File: src/fetch_consts.svh
/*
 * sizes shared by the fetch front end
 * word width, lane count and instruction cache geometry
 */
`ifndef FETCH_CONSTS_SVH
`define FETCH_CONSTS_SVH

// address and instruction word width
`define XLEN 32

// instructions fetched per cycle
`define FETCH_WIDTH 3

// direct mapped with one block per line
`define ICACHE_LINES 16
`define BLOCK_BITS 64

`endif

File: src/fetch_pkg.sv
/*
 * fetch front end types
 * dispatch packet, memory port structs, cache fill and miss FSM states
 */
`include "fetch_consts.svh"

package fetch_pkg;

    // one lane handed from fetch to dispatch
    typedef struct packed {
        logic             valid; // low means the rest is garbage
        logic [`XLEN-1:0] inst;
        logic [`XLEN-1:0] npc;   // pc + 4
        logic [`XLEN-1:0] pc;
    } if_id_packet;

    // request side of the four-phase memory link
    typedef struct packed {
        logic             req;
        logic [`XLEN-4:0] block_addr; // address bits 31:3
    } imem_req;

    // response side with data valid while ack is high
    typedef struct packed {
        logic                   ack;
        logic [`BLOCK_BITS-1:0] data;
    } imem_rsp;

    // one line write into the icache
    typedef struct packed {
        logic                   en;
        logic [`XLEN-4:0]       block_addr;
        logic [`BLOCK_BITS-1:0] data;
    } icache_fill;

    typedef enum logic [1:0] {
        MISS_IDLE, // looking for a missing lane
        MISS_REQ,  // req high until ack
        MISS_DROP  // req low until ack falls
    } miss_state_t;

endpackage

File: src/icache.sv
/*
 * direct mapped instruction cache
 * three combinational read lanes and one synchronous fill port
 */
`include "fetch_consts.svh"

module icache
    import fetch_pkg::*;
(
    input  logic                               clock,
    input  logic                               reset,
    input  logic [`FETCH_WIDTH-1:0][`XLEN-1:0] lane_pc,
    input  icache_fill                         fill,
    output logic [`FETCH_WIDTH-1:0]            lane_hit,
    output logic [`FETCH_WIDTH-1:0][`XLEN-1:0] lane_inst
);

    localparam int INDEX_BITS = $clog2(`ICACHE_LINES); // pc bits 6:3
    localparam int TAG_BITS   = `XLEN - 3 - INDEX_BITS;  // pc bits 31:7

    logic [`BLOCK_BITS-1:0]    data_mem [`ICACHE_LINES];
    logic [TAG_BITS-1:0]       tag_mem  [`ICACHE_LINES];
    logic [`ICACHE_LINES-1:0]  line_valid;

    logic [`FETCH_WIDTH-1:0][INDEX_BITS-1:0]  lane_index;
    logic [`FETCH_WIDTH-1:0][TAG_BITS-1:0]    lane_tag;
    logic [`FETCH_WIDTH-1:0][`BLOCK_BITS-1:0] lane_block;

    logic [INDEX_BITS-1:0] fill_index;
    logic [TAG_BITS-1:0]   fill_tag;

    // fill address is already block aligned, so the index sits at the bottom
    assign fill_index = fill.block_addr[INDEX_BITS-1:0];
    assign fill_tag   = fill.block_addr[`XLEN-4:INDEX_BITS];

    always_comb begin
        for (int i = 0; i < `FETCH_WIDTH; i++) begin
            lane_index[i] = lane_pc[i][INDEX_BITS+2:3];
            lane_tag[i]   = lane_pc[i][`XLEN-1:INDEX_BITS+3];
            lane_block[i] = data_mem[lane_index[i]];
            lane_hit[i]   = line_valid[lane_index[i]] && (tag_mem[lane_index[i]] == lane_tag[i]);
            // pc bit 2 picks the word inside the block
            if (lane_pc[i][2]) begin
                lane_inst[i] = lane_block[i][`XLEN +: `XLEN]; // upper word
            end else begin
                lane_inst[i] = lane_block[i][0 +: `XLEN];
            end
        end
    end

    // data and tag written by the fill
    always_ff @(posedge clock) begin
        if (fill.en) begin
            data_mem[fill_index] <= fill.data;
            tag_mem[fill_index]  <= fill_tag;
        end
    end

    always_ff @(posedge clock) begin
        if (reset) begin
            line_valid <= '0; // cold cache
        end else if (fill.en) begin
            line_valid[fill_index] <= 1'b1;
        end
    end

    // the miss controller must stay quiet through reset and the cycle after
    a_no_fill_in_reset: assert property (
        @(posedge clock) reset |=> !fill.en
    ) else $error("icache fill during reset");

endmodule

File: src/icache_miss_ctrl.sv
/*
 * icache miss controller
 * picks the oldest missing lane, runs the req/ack handshake, issues the fill
 */
`include "fetch_consts.svh"

module icache_miss_ctrl
    import fetch_pkg::*;
(
    input  logic                               clock,
    input  logic                               reset,
    input  logic [`FETCH_WIDTH-1:0][`XLEN-1:0] lane_pc,
    input  logic [`FETCH_WIDTH-1:0]            lane_hit,
    input  imem_rsp                            mem_rsp,
    output imem_req                            mem_req,
    output icache_fill                         fill
);

    miss_state_t state, state_next;

    logic                   any_miss;
    logic [`XLEN-4:0]       miss_addr;   // block of the oldest missing lane
    logic [`XLEN-4:0]       blk_addr_q;  // held for the whole transaction
    logic [`BLOCK_BITS-1:0] fill_data_q;
    logic                   fill_en_q;

    // lane 0 is youngest, so the last missing lane in the loop wins
    always_comb begin
        any_miss  = ~&lane_hit;
        miss_addr = lane_pc[0][`XLEN-1:3];
        for (int i = 0; i < `FETCH_WIDTH; i++) begin
            if (!lane_hit[i]) begin
                miss_addr = lane_pc[i][`XLEN-1:3];
            end
        end
    end

    always_comb begin
        state_next = state;
        case (state)
            MISS_IDLE: if (any_miss && !mem_rsp.ack) state_next = MISS_REQ;
            MISS_REQ:  if (mem_rsp.ack) state_next = MISS_DROP;  // data captured here
            MISS_DROP: if (!mem_rsp.ack) state_next = MISS_IDLE; // handshake closed
            default:   state_next = MISS_IDLE;
        endcase
    end

    always_ff @(posedge clock) begin
        if (reset) begin
            state     <= MISS_IDLE;
            fill_en_q <= 1'b0;
        end else begin
            state     <= state_next;
            fill_en_q <= (state == MISS_REQ) && mem_rsp.ack; // one cycle pulse
        end
    end

    // payload registers
    always_ff @(posedge clock) begin
        if (state == MISS_IDLE && state_next == MISS_REQ) begin
            blk_addr_q <= miss_addr;
        end
        if (state == MISS_REQ && mem_rsp.ack) begin
            fill_data_q <= mem_rsp.data;
        end
    end

    assign mem_req.req        = (state == MISS_REQ);
    assign mem_req.block_addr = blk_addr_q;

    // written even when a branch has moved the pcs elsewhere
    assign fill.en         = fill_en_q;
    assign fill.block_addr = blk_addr_q;
    assign fill.data       = fill_data_q;

    a_addr_stable: assert property (
        @(posedge clock) disable iff (reset)
        (mem_req.req && !mem_rsp.ack) |=> $stable(mem_req.block_addr)
    ) else $error("block_addr changed while waiting for ack");

    a_req_after_ack_low: assert property (
        @(posedge clock) disable iff (reset) $rose(mem_req.req) |-> !mem_rsp.ack
    ) else $error("req raised while ack still high");

endmodule

File: src/fetch_stage.sv
/*
 * fetch stage with three pc slots and next pc selection
 * in-order valid chain and dispatch packet assembly
 */
`include "fetch_consts.svh"

module fetch_stage
    import fetch_pkg::*;
(
    input  logic                                clock,
    input  logic                                reset,
    input  logic                                take_branch,
    input  logic [`XLEN-1:0]                    target_pc,      // used when take_branch is high
    input  logic                                dispatch_stall, // hold the pcs
    input  logic [`FETCH_WIDTH-1:0]             lane_hit,
    input  logic [`FETCH_WIDTH-1:0][`XLEN-1:0]  lane_inst,
    output logic [`FETCH_WIDTH-1:0][`XLEN-1:0]  lane_pc,
    output if_id_packet [`FETCH_WIDTH-1:0]      if_packet_out
);

    localparam int OLDEST = `FETCH_WIDTH - 1;

    logic [`FETCH_WIDTH-1:0][`XLEN-1:0] pc_slot;  // highest lane holds the oldest pc
    logic [`FETCH_WIDTH-1:0][`XLEN-1:0] pc_next;
    logic [`FETCH_WIDTH-1:0]            lane_valid;
    logic [`XLEN-1:0]                   oldest_next;

    assign lane_pc = pc_slot;

    // a lane counts only if every older lane is valid too
    always_comb begin
        lane_valid[OLDEST] = lane_hit[OLDEST];
        for (int i = OLDEST - 1; i >= 0; i--) begin
            lane_valid[i] = lane_hit[i] & lane_valid[i+1];
        end
    end

    always_comb begin
        // all lanes valid means continue past the youngest
        oldest_next = pc_slot[0] + `XLEN'(4);
        for (int i = 0; i < `FETCH_WIDTH; i++) begin
            if (!lane_valid[i]) begin
                oldest_next = pc_slot[i]; // oldest not ready lane ends up here
            end
        end
        if (take_branch) begin
            oldest_next = target_pc;
        end else if (dispatch_stall) begin
            oldest_next = pc_slot[OLDEST];
        end
        pc_next[OLDEST] = oldest_next;
        for (int i = OLDEST - 1; i >= 0; i--) begin
            pc_next[i] = pc_next[i+1] + `XLEN'(4); // younger lanes follow sequentially
        end
    end

    always_ff @(posedge clock) begin
        if (reset) begin
            for (int i = 0; i < `FETCH_WIDTH; i++) begin
                pc_slot[i] <= `XLEN'((OLDEST - i) * 4); // 0, 4, 8 from oldest down
            end
        end else begin
            pc_slot <= pc_next;
        end
    end

    always_comb begin
        for (int i = 0; i < `FETCH_WIDTH; i++) begin
            if_packet_out[i].valid = lane_valid[i];
            if_packet_out[i].inst  = lane_valid[i] ? lane_inst[i] : '0;
            if_packet_out[i].npc   = pc_slot[i] + `XLEN'(4);
            if_packet_out[i].pc    = pc_slot[i];
        end
    end

    // misaligned target would break the half select in the cache
    for (genvar g = 0; g < `FETCH_WIDTH; g++) begin : g_align
        a_pc_aligned: assert property (
            @(posedge clock) disable iff (reset) pc_slot[g][1:0] == 2'b00
        ) else $error("lane %0d pc not word aligned", g);
    end

endmodule

File: src/fetch_top.sv
/*
 * fetch front end top
 * fetch stage, icache and miss controller
 */
`include "fetch_consts.svh"

module fetch_top
    import fetch_pkg::*;
(
    input  logic                           clock,
    input  logic                           reset,
    input  logic                           take_branch,
    input  logic [`XLEN-1:0]               target_pc,
    input  logic                           dispatch_stall,
    input  imem_rsp                        mem_rsp,
    output imem_req                        mem_req,
    output if_id_packet [`FETCH_WIDTH-1:0] if_packet_out
);

    logic [`FETCH_WIDTH-1:0][`XLEN-1:0] lane_pc;
    logic [`FETCH_WIDTH-1:0]            lane_hit;
    logic [`FETCH_WIDTH-1:0][`XLEN-1:0] lane_inst;
    icache_fill                         fill;  // miss controller into cache

    fetch_stage i_fetch_stage (
        .clock, .reset, .take_branch, .target_pc, .dispatch_stall,
        .lane_hit, .lane_inst, .lane_pc, .if_packet_out
    );

    icache i_icache (
        .clock, .reset, .lane_pc, .fill, .lane_hit, .lane_inst
    );

    // shares the lane pcs and hit vector with the cache lookup
    icache_miss_ctrl i_miss_ctrl (
        .clock, .reset, .lane_pc, .lane_hit,
        .mem_rsp, .mem_req, .fill
    );

endmodule

File: config.mk
export PLATFORM = sky130hd
export DESIGN_NAME = fetch_top
export DESIGN_NICKNAME = d
export VERILOG_FILES = /design/src/fetch_pkg.sv /design/src/icache.sv /design/src/icache_miss_ctrl.sv /design/src/fetch_stage.sv /design/src/fetch_top.sv
export VERILOG_INCLUDE_DIRS = /design/src /design/src/src
export SDC_FILE = /design/constraint.sdc
export NUM_CORES = 2
export LEC_CHECK = 0
export BUFFER_PORTS_ARGS = -buffer_cell sky130_fd_sc_hd__buf_4
export CAP_MARGIN = 10
export CORE_MARGIN = 3
export CORE_UTILIZATION = 40
export CTS_CLUSTER_SIZE = 8
export DETAILED_ROUTE_END_ITERATION = 8
export SYNTH_ARGS = -nofsm -noshare
export SYNTH_HDL_FRONTEND = slang
export SYNTH_SLANG_ARGS = --single-unit
File: constraint.sdc
create_clock -name clock -period 21.4 [get_ports clock]
set_input_delay 2.14 -clock clock [delete_from_list [all_inputs] [get_ports clock]]
set_output_delay 2.14 -clock clock [all_outputs]
set_load 0.005 [all_outputs]
# Yosys cells after proc, flatten, opt, wreduce, memory -nomap -nowiden
# Memory sizes are Yosys's and may differ from the RTL's. A register that Yosys moved wholly into a read port is not among the register bits.
# Cells that the tools add are included.
# classes
n_addsub	5
mul	0
n_div	0
n_lt_le_gt_ge	5
n_eq_ne	6
n_shift	0
muxes	33
bitwise_logic	3
reduce_logical	11
# op_table
operator	n
two-way mux 32 bit	11
adder 32 x 3 -> 32 bit, second input constant	5
equality test 25 bit	3
two-way mux 29 bit	2
two-way mux 4 bit	6
less-than comparator 4 x 5 -> 1 bit, second input constant	4
OR 16 bit	1
binary-select mux 1 bit (select 4 bit)	3
logical AND 1 bit	7
two-way mux 1 bit	6
two-way mux 2 bit	3
case mux 2 bit (3 select lines)	1
demux 1 bit (select 4 bit)	1
equality test 2 x 1 -> 1 bit, second input constant	2
greater-or-equal comparator 4 x 1 -> 1 bit, second input constant	1
AND reduction 3 bit	1
bitwise AND 1 bit	2
equality test 2 bit, second input constant	1
logical NOT 1 bit	2
logical NOT 2 bit	1
# totals
reg_bits	208
latch_bits	0
ramBits	1424
romBits	0
inputBits	101
out_inout_bits	321
mem_count	2
# memory_table
memory	depth	width	read_ports	rd_clocked_by_memory_dff	write_ports	line	text
i_icache.data_mem	16	64	3	3	1	icache.sv:21	logic [`BLOCK_BITS-1:0] data_mem [`ICACHE_LINES];
i_icache.tag_mem	16	25	3	3	1	icache.sv:22	logic [TAG_BITS-1:0] tag_mem [`ICACHE_LINES];

# Logic depth before layout (Yosys ltp)
# depth
depth_word	13
mapped_depth	30

# Modules after synthesis
# A second synthesis with hierarchy kept.
# hier_totals
hier_cells	5126
hier_area_um2	90807.1
# modules_own_cells
module	instances	cells_per_inst	area_each_um2	seq_area_each_um2
icache	1	3722	78466.5	43081.3
fetch_stage	1	1173	8600.7	1821.7
icache_miss_ctrl	1	231	3739.8	2852.7

# Worst setup path after synthesis
# Ideal clock, no wire load.
# synth_timing
path_kind	register -> register
start	reg i_miss_ctrl.blk_addr_q[1]
end	mem i_icache.data_mem[0][0] (netlist name) (enable)
setup_ps	648
t_arrival_ps	7014
required_ps	20752
setup_slack_ps	13738
stages_incl_launch_ff	3
path_buffers	0
synth_period_minus_slack_ps	7662
path_cell_list	edfxtp_1 -> or3b_2 -> nor3_1
# synth_rtl
item	line	text
from (decl)	icache_miss_ctrl.sv:23	logic [`XLEN-4:0] blk_addr_q;
from (signal assigned)	icache_miss_ctrl.sv:61	blk_addr_q <= miss_addr;
to (decl)	icache.sv:21	
# No word-level cell before the write port.

# Worst setup path in the final report
# layout_timing
start	reg i_fetch_stage.pc_slot, in the netlist i_fetch_stage.if_packet_out[198]
end	reg i_fetch_stage.pc_slot, in the netlist i_fetch_stage.if_packet_out[28]
# layout_between
elab_chain_cells	12
# layout_rtl
item	line	text
from (decl)	fetch_stage.sv:23	logic [`FETCH_WIDTH-1:0][`XLEN-1:0] pc_slot;
from (signal, indexed assignment)	fetch_stage.sv:60	pc_slot[i] <= `XLEN'((OLDEST - i) * 4);
from (signal assigned)	fetch_stage.sv:63	pc_slot <= pc_next;
binary-select mux 1 bit (select 4 bit) *	icache.sv:41	lane_hit[i] = line_valid[lane_index[i]] && (tag_mem[lane_index[i]] == lane_tag[i]);
two-way mux 1 bit (implied by the code) *	icache.sv:41	
logical AND 1 bit *	icache.sv:41	
bitwise AND 1 bit (2 in series)	fetch_stage.sv:34	lane_valid[i] = lane_hit[i] & lane_valid[i+1];
two-way mux 32 bit (2 in series)	fetch_stage.sv:42	if (!lane_valid[i]) begin
two-way mux 32 bit *	fetch_stage.sv:42	
two-way mux 32 bit *	fetch_stage.sv:48	end else if (dispatch_stall) begin
two-way mux 32 bit *	fetch_stage.sv:46	if (take_branch) begin
net i_fetch_stage.oldest_next[3]	fetch_stage.sv:26	logic [`XLEN-1:0] oldest_next;
adder 32 x 3 -> 32 bit * (2 in series)	fetch_stage.sv:53	pc_next[i] = pc_next[i+1] + `XLEN'(4);
# Mark *: on every way through the listed nets, which the timed path passes. The rest lies on a longest branch. The select of a mux whose other input is x is not followed.
# A chain may end at the register's enable or synchronous reset.

==> insert_results.sql <==
INSERT INTO impl_metrics (metric_group, metric, value, unit) VALUES
('global_route', 'grtUsageTotal', '30.88', '%'),
('cts', 'max-clock-path-buffers', '3', ''),
('global_route', 'grt_pass1_vias', '61260', ''),
('cts', 'tritoncts', 'yes', ''),
('timing', 'clock_skew', '78.41', 'ps'),
('synthesis', 'distinct_cell_type_count_after_synthesis', '109', ''),
('final_layout', 'fill_cells', '19330', ''),
('detailed_routing', 'wl_met1', '133.1', 'mm'),
('synthesis', 'synth-edff-count', '1517', ''),
('setup_path', 'worst_setup_path_start_kind', 'flip-flop', ''),
('run', 'cap_viol_max_count', '0', ''),
('die', 'floorplan.die.height', '482.6', 'microns'),
('final_layout', 'regArea', '0.04781', 'sq mm'),
('global_route', 'antenna_found_initial', '22', ''),
('placement', 'dp_hpwl', '231.2', 'mm'),
('die', 'design.die.area', '0.2329', 'sq mm'),
('synthesis', 'postSynth.asyncResetShare', '0', '%'),
('synthesis', 'main_synth_ff_type', 'sky130_fd_sc_hd__edfxtp_1', ''),
('timing', 'max_slew_margin', '16.57', '%'),
('detailed_routing', 'wire_per_inst', '40.78', 'microns'),
('timing', 'finalHoldViolCount', '0', ''),
('detailed_routing', 'detail_route.first_pass.iterations', '8', ''),
('final_layout', 'layoutNonFillerInstCount', '8935', ''),
('cts', 'post_cts_repair_resize_count', '0', ''),
('detailed_routing', 'vias', '62240', ''),
('synthesis', 'seq_area_frac_synth', '52.56', '%'),
('synthesis', 'syn-mean-instance-area', '16.36', 'sq um'),
('timing', 'post-route-min-period', '11810', 'ps'),
('setup_path', 'critical_path_arrival', '12520', 'ps'),
('cts', 'numCtsBuffers', '223', ''),
('detailed_routing', 'drt-initial-drc-count', '8799', ''),
('cts', 'clock_sinks', '1627', ''),
('status', 'status', 'complete, no violations', ''),
('placement', 'cell_count_after_placement', '8626', ''),
('setup_path', 'criticalPathCategory', 'reg -> reg', ''),
('synthesis', 'list_of_most_frequent_post_synthesis_cells', 'sky130_fd_sc_hd__edfxtp_1, sky130_fd_sc_hd__mux4_2, sky130_fd_sc_hd__nand2_1, sky130_fd_sc_hd__mux2i_1, sky130_fd_sc_hd__clkbuf_1', ''),
('cts', 'worst_skew_pair.late_latency', '880', 'ps'),
('detailed_routing', 'wirelength', '364.3', 'mm'),
('cts', 'holdBufCountCts', '0', ''),
('detailed_routing', 'routed-wl-met3', '41.46', 'mm'),
('pwr', 'power.density_cell_area', '77.22', 'mW/mm^2'),
('final_layout', 'finish.net_count', '5966', ''),
('detailed_routing', 'wl_met2', '166.9', 'mm'),
('setup_path', 'reg2reg_setup_slack', '9590', 'ps'),
('die', 'core', '0.2253', 'sq mm'),
('cts', 'cts_setup_buffers', '0', ''),
('final_layout', 'share_of_layout_cells_above_drive_strength_1', '36.02', '%'),
('detailed_routing', 'number_of_remaining_drc_errors', '0', ''),
('detailed_routing', 'detail-route-antenna-nets', '0', ''),
('placement', 'gp_routability_congestion', '1.030', ''),
('setup_path', 'critical_path.max_fanout', '113', ''),
('timing', 'final_min_period_over_clock_period', '55.18', '%'),
('global_route', 'grt_first_pass_wirelength', '500.2', 'mm'),
('timing', 'fin_setup_tns', '0', 'ps'),
('cts', 'clk_pin_slew', '60', 'ps'),
('global_route', 'pin_count_of_the_biggest_net_entering_global_routing', '127', ''),
('final_layout', 'post_synthesis_to_final_layout_area_growth', '13.73', '%'),
('die', 'floorplan.io_pins', '422', ''),
('timing', 'timing_worst_slew_pin_value', '1251', 'ps'),
('die', 'initial_utilization', '40.32', '%'),
('die', 'row_count', '174', ''),
('synthesis', 'total_of_warnings_raised_by_yosys', '0', ''),
('detailed_routing', 'highest-signal-layer', 'met5', ''),
('die', 'die_width', '482.6', 'microns'),
('timing', 'max_clk_rate', '84.68', 'MHz'),
('timing', 'setup_viols_final', '0', ''),
('setup_path', 'worst_r2r_startpoint', 'i_fetch_stage.if_packet_out[198]', ''),
('pwr', 'static_leakage_power', '33.01', 'nW'),
('placement', 'place.port_buffers', '421', ''),
('pwr', 'irDropWorstVdd', '79.61', 'uV'),
('timing', 'report.final.slew_viol_count', '0', '');
## worst paths after layout
check / endpoint / cells past startpoint
setup / recovery: i_fetch_stage.if_packet_out[28] / 25
hold / removal: i_icache.line_valid[13] / 2
setup reg to reg: i_fetch_stage.if_packet_out[28] / 25
hold reg to reg: i_icache.line_valid[13] / 2
## layout by cell type (no fill, tap or decap), types with 12 or more instances in the layout
cell type,count
sky130_fd_sc_hd__a2111oi_0,12
sky130_fd_sc_hd__a21oi_1,159
sky130_fd_sc_hd__a221oi_1,21
sky130_fd_sc_hd__a22o_1,24
sky130_fd_sc_hd__a22oi_1,64
sky130_fd_sc_hd__a2bb2oi_1,12
sky130_fd_sc_hd__a31oi_1,24
sky130_fd_sc_hd__and2_1,32
sky130_fd_sc_hd__and3_1,25
sky130_fd_sc_hd__buf_12,16
sky130_fd_sc_hd__buf_4,584
sky130_fd_sc_hd__clkbuf_1,50
sky130_fd_sc_hd__clkbuf_16,226
sky130_fd_sc_hd__dfxtp_1,96
sky130_fd_sc_hd__dfxtp_4,13
sky130_fd_sc_hd__diode_2,15
sky130_fd_sc_hd__edfxtp_1,1517
sky130_fd_sc_hd__inv_1,49
sky130_fd_sc_hd__mux2_2,73
sky130_fd_sc_hd__mux2i_1,293
sky130_fd_sc_hd__mux4_2,1134
sky130_fd_sc_hd__nand2_1,373
sky130_fd_sc_hd__nand2b_1,21
sky130_fd_sc_hd__nand3_1,73
sky130_fd_sc_hd__nand3b_1,13
sky130_fd_sc_hd__nand4_1,40
sky130_fd_sc_hd__nor2_1,230
sky130_fd_sc_hd__nor2_4,13
sky130_fd_sc_hd__nor2b_1,23
sky130_fd_sc_hd__nor3_1,60
sky130_fd_sc_hd__nor3b_1,14
sky130_fd_sc_hd__nor4_1,20
sky130_fd_sc_hd__o211ai_1,17
sky130_fd_sc_hd__o21ai_0,67
sky130_fd_sc_hd__o22ai_1,46
sky130_fd_sc_hd__o31ai_1,15
sky130_fd_sc_hd__or3_1,23
sky130_fd_sc_hd__or4_1,14
sky130_fd_sc_hd__xnor2_1,123
sky130_fd_sc_hd__xor2_1,65
## worst max-delay path, cell delays in order, from the launching register on
cell                       delay [ps]
sky130_fd_sc_hd__dfxtp_4          920
sky130_fd_sc_hd__buf_4            730
sky130_fd_sc_hd__buf_12           720
sky130_fd_sc_hd__buf_4            960
sky130_fd_sc_hd__mux4_2           420
sky130_fd_sc_hd__mux2i_1          180
sky130_fd_sc_hd__xor2_1           200
sky130_fd_sc_hd__nand2_1          130
sky130_fd_sc_hd__o41ai_1          940
sky130_fd_sc_hd__nor4bb_1         500
sky130_fd_sc_hd__and4_1           430
sky130_fd_sc_hd__nand2_1          300
sky130_fd_sc_hd__mux2i_1          200
sky130_fd_sc_hd__a211oi_1         290
sky130_fd_sc_hd__a21oi_1           80
sky130_fd_sc_hd__o21ai_0          500
sky130_fd_sc_hd__ha_1             240
sky130_fd_sc_hd__o21ai_0           70
sky130_fd_sc_hd__buf_4            200
sky130_fd_sc_hd__nand2b_1         230
sky130_fd_sc_hd__or4_1            440
sky130_fd_sc_hd__xnor2_1          210
sky130_fd_sc_hd__nor4_1           890
sky130_fd_sc_hd__nor4b_1         1000
sky130_fd_sc_hd__nor3b_1          310
sky130_fd_sc_hd__mux2_1           360
## area by class of cell
class | count | share of cell area (%)
sequential | 1627 | 46.27
clock inverter | 15 | 0.3536
timing repair buffer | 601 | 4.558
clock buffer | 279 | 5.695
tap | 2992 | 3.623
antenna | 15 | 0.03633
inverter | 59 | 0.2289
multi-input combinational | 3347 | 39.24
## report_power, final
part,total (mW),internal [mW],switching (mW),leakage (nW)
Combinational,1.12,0.468,0.650,15.4
Clock,3.28,1.91,1.37,3.01
Sequential,3.58,3.50,0.0885,14.6
Total,7.98,5.87,2.11,33.0
## routing by layer
| metal | up-vias | track usage, % |
|---|---|---|
| li1 | 23760 | - |
| met1 | 32870 | 40.64 |
| met2 | 4622 | 47.46 |
| met3 | 973 | 7.615 |
| met4 | 10 | 16.37 |
| met5 | - | 0 |
## sequential cells by signal, indices dropped and copies added (netlist names)
signal / count
i_miss_ctrl.fill_data_q: 64
i_miss_ctrl.state: 2
i_icache.tag_mem: 400
i_miss_ctrl.blk_addr_q: 29
i_icache.data_mem: 1024
i_icache.line_valid: 16
i_fetch_stage.if_packet_out: 91
i_miss_ctrl.fill_en_q: 1
## metrics by stage
stage / instance area [sq um] / utilization (%) / hold WS, ps / setup WS [ps]
after detailed placement: 97040 / 43.07 / 497.5 / 9937
after global routing: 103300 / 45.84 / 529.9 / 9082
final: 103300 / 45.86 / 506.4 / 9591
after floorplan: 90850 / - / 463.9 / 13740
after CTS: 103300 / 45.84 / 506.5 / 9869
after global placement: 97030 / 43.06 / 483.8 / 10010
## cell families after synthesis
group                    Yosys count  synth area share, %
multiplexers                    1508                32.41
buffers and inverters            578                3.004
flip-flops                      1627                52.56
adder cells (fa/ha/maj)            6              0.08263
XOR/XNOR                         188                1.812
AND/OR/NAND/NOR                 1051                5.624
AO/OA/AOI/OAI                    594                4.505
Power figures use the tool's default switching activity.
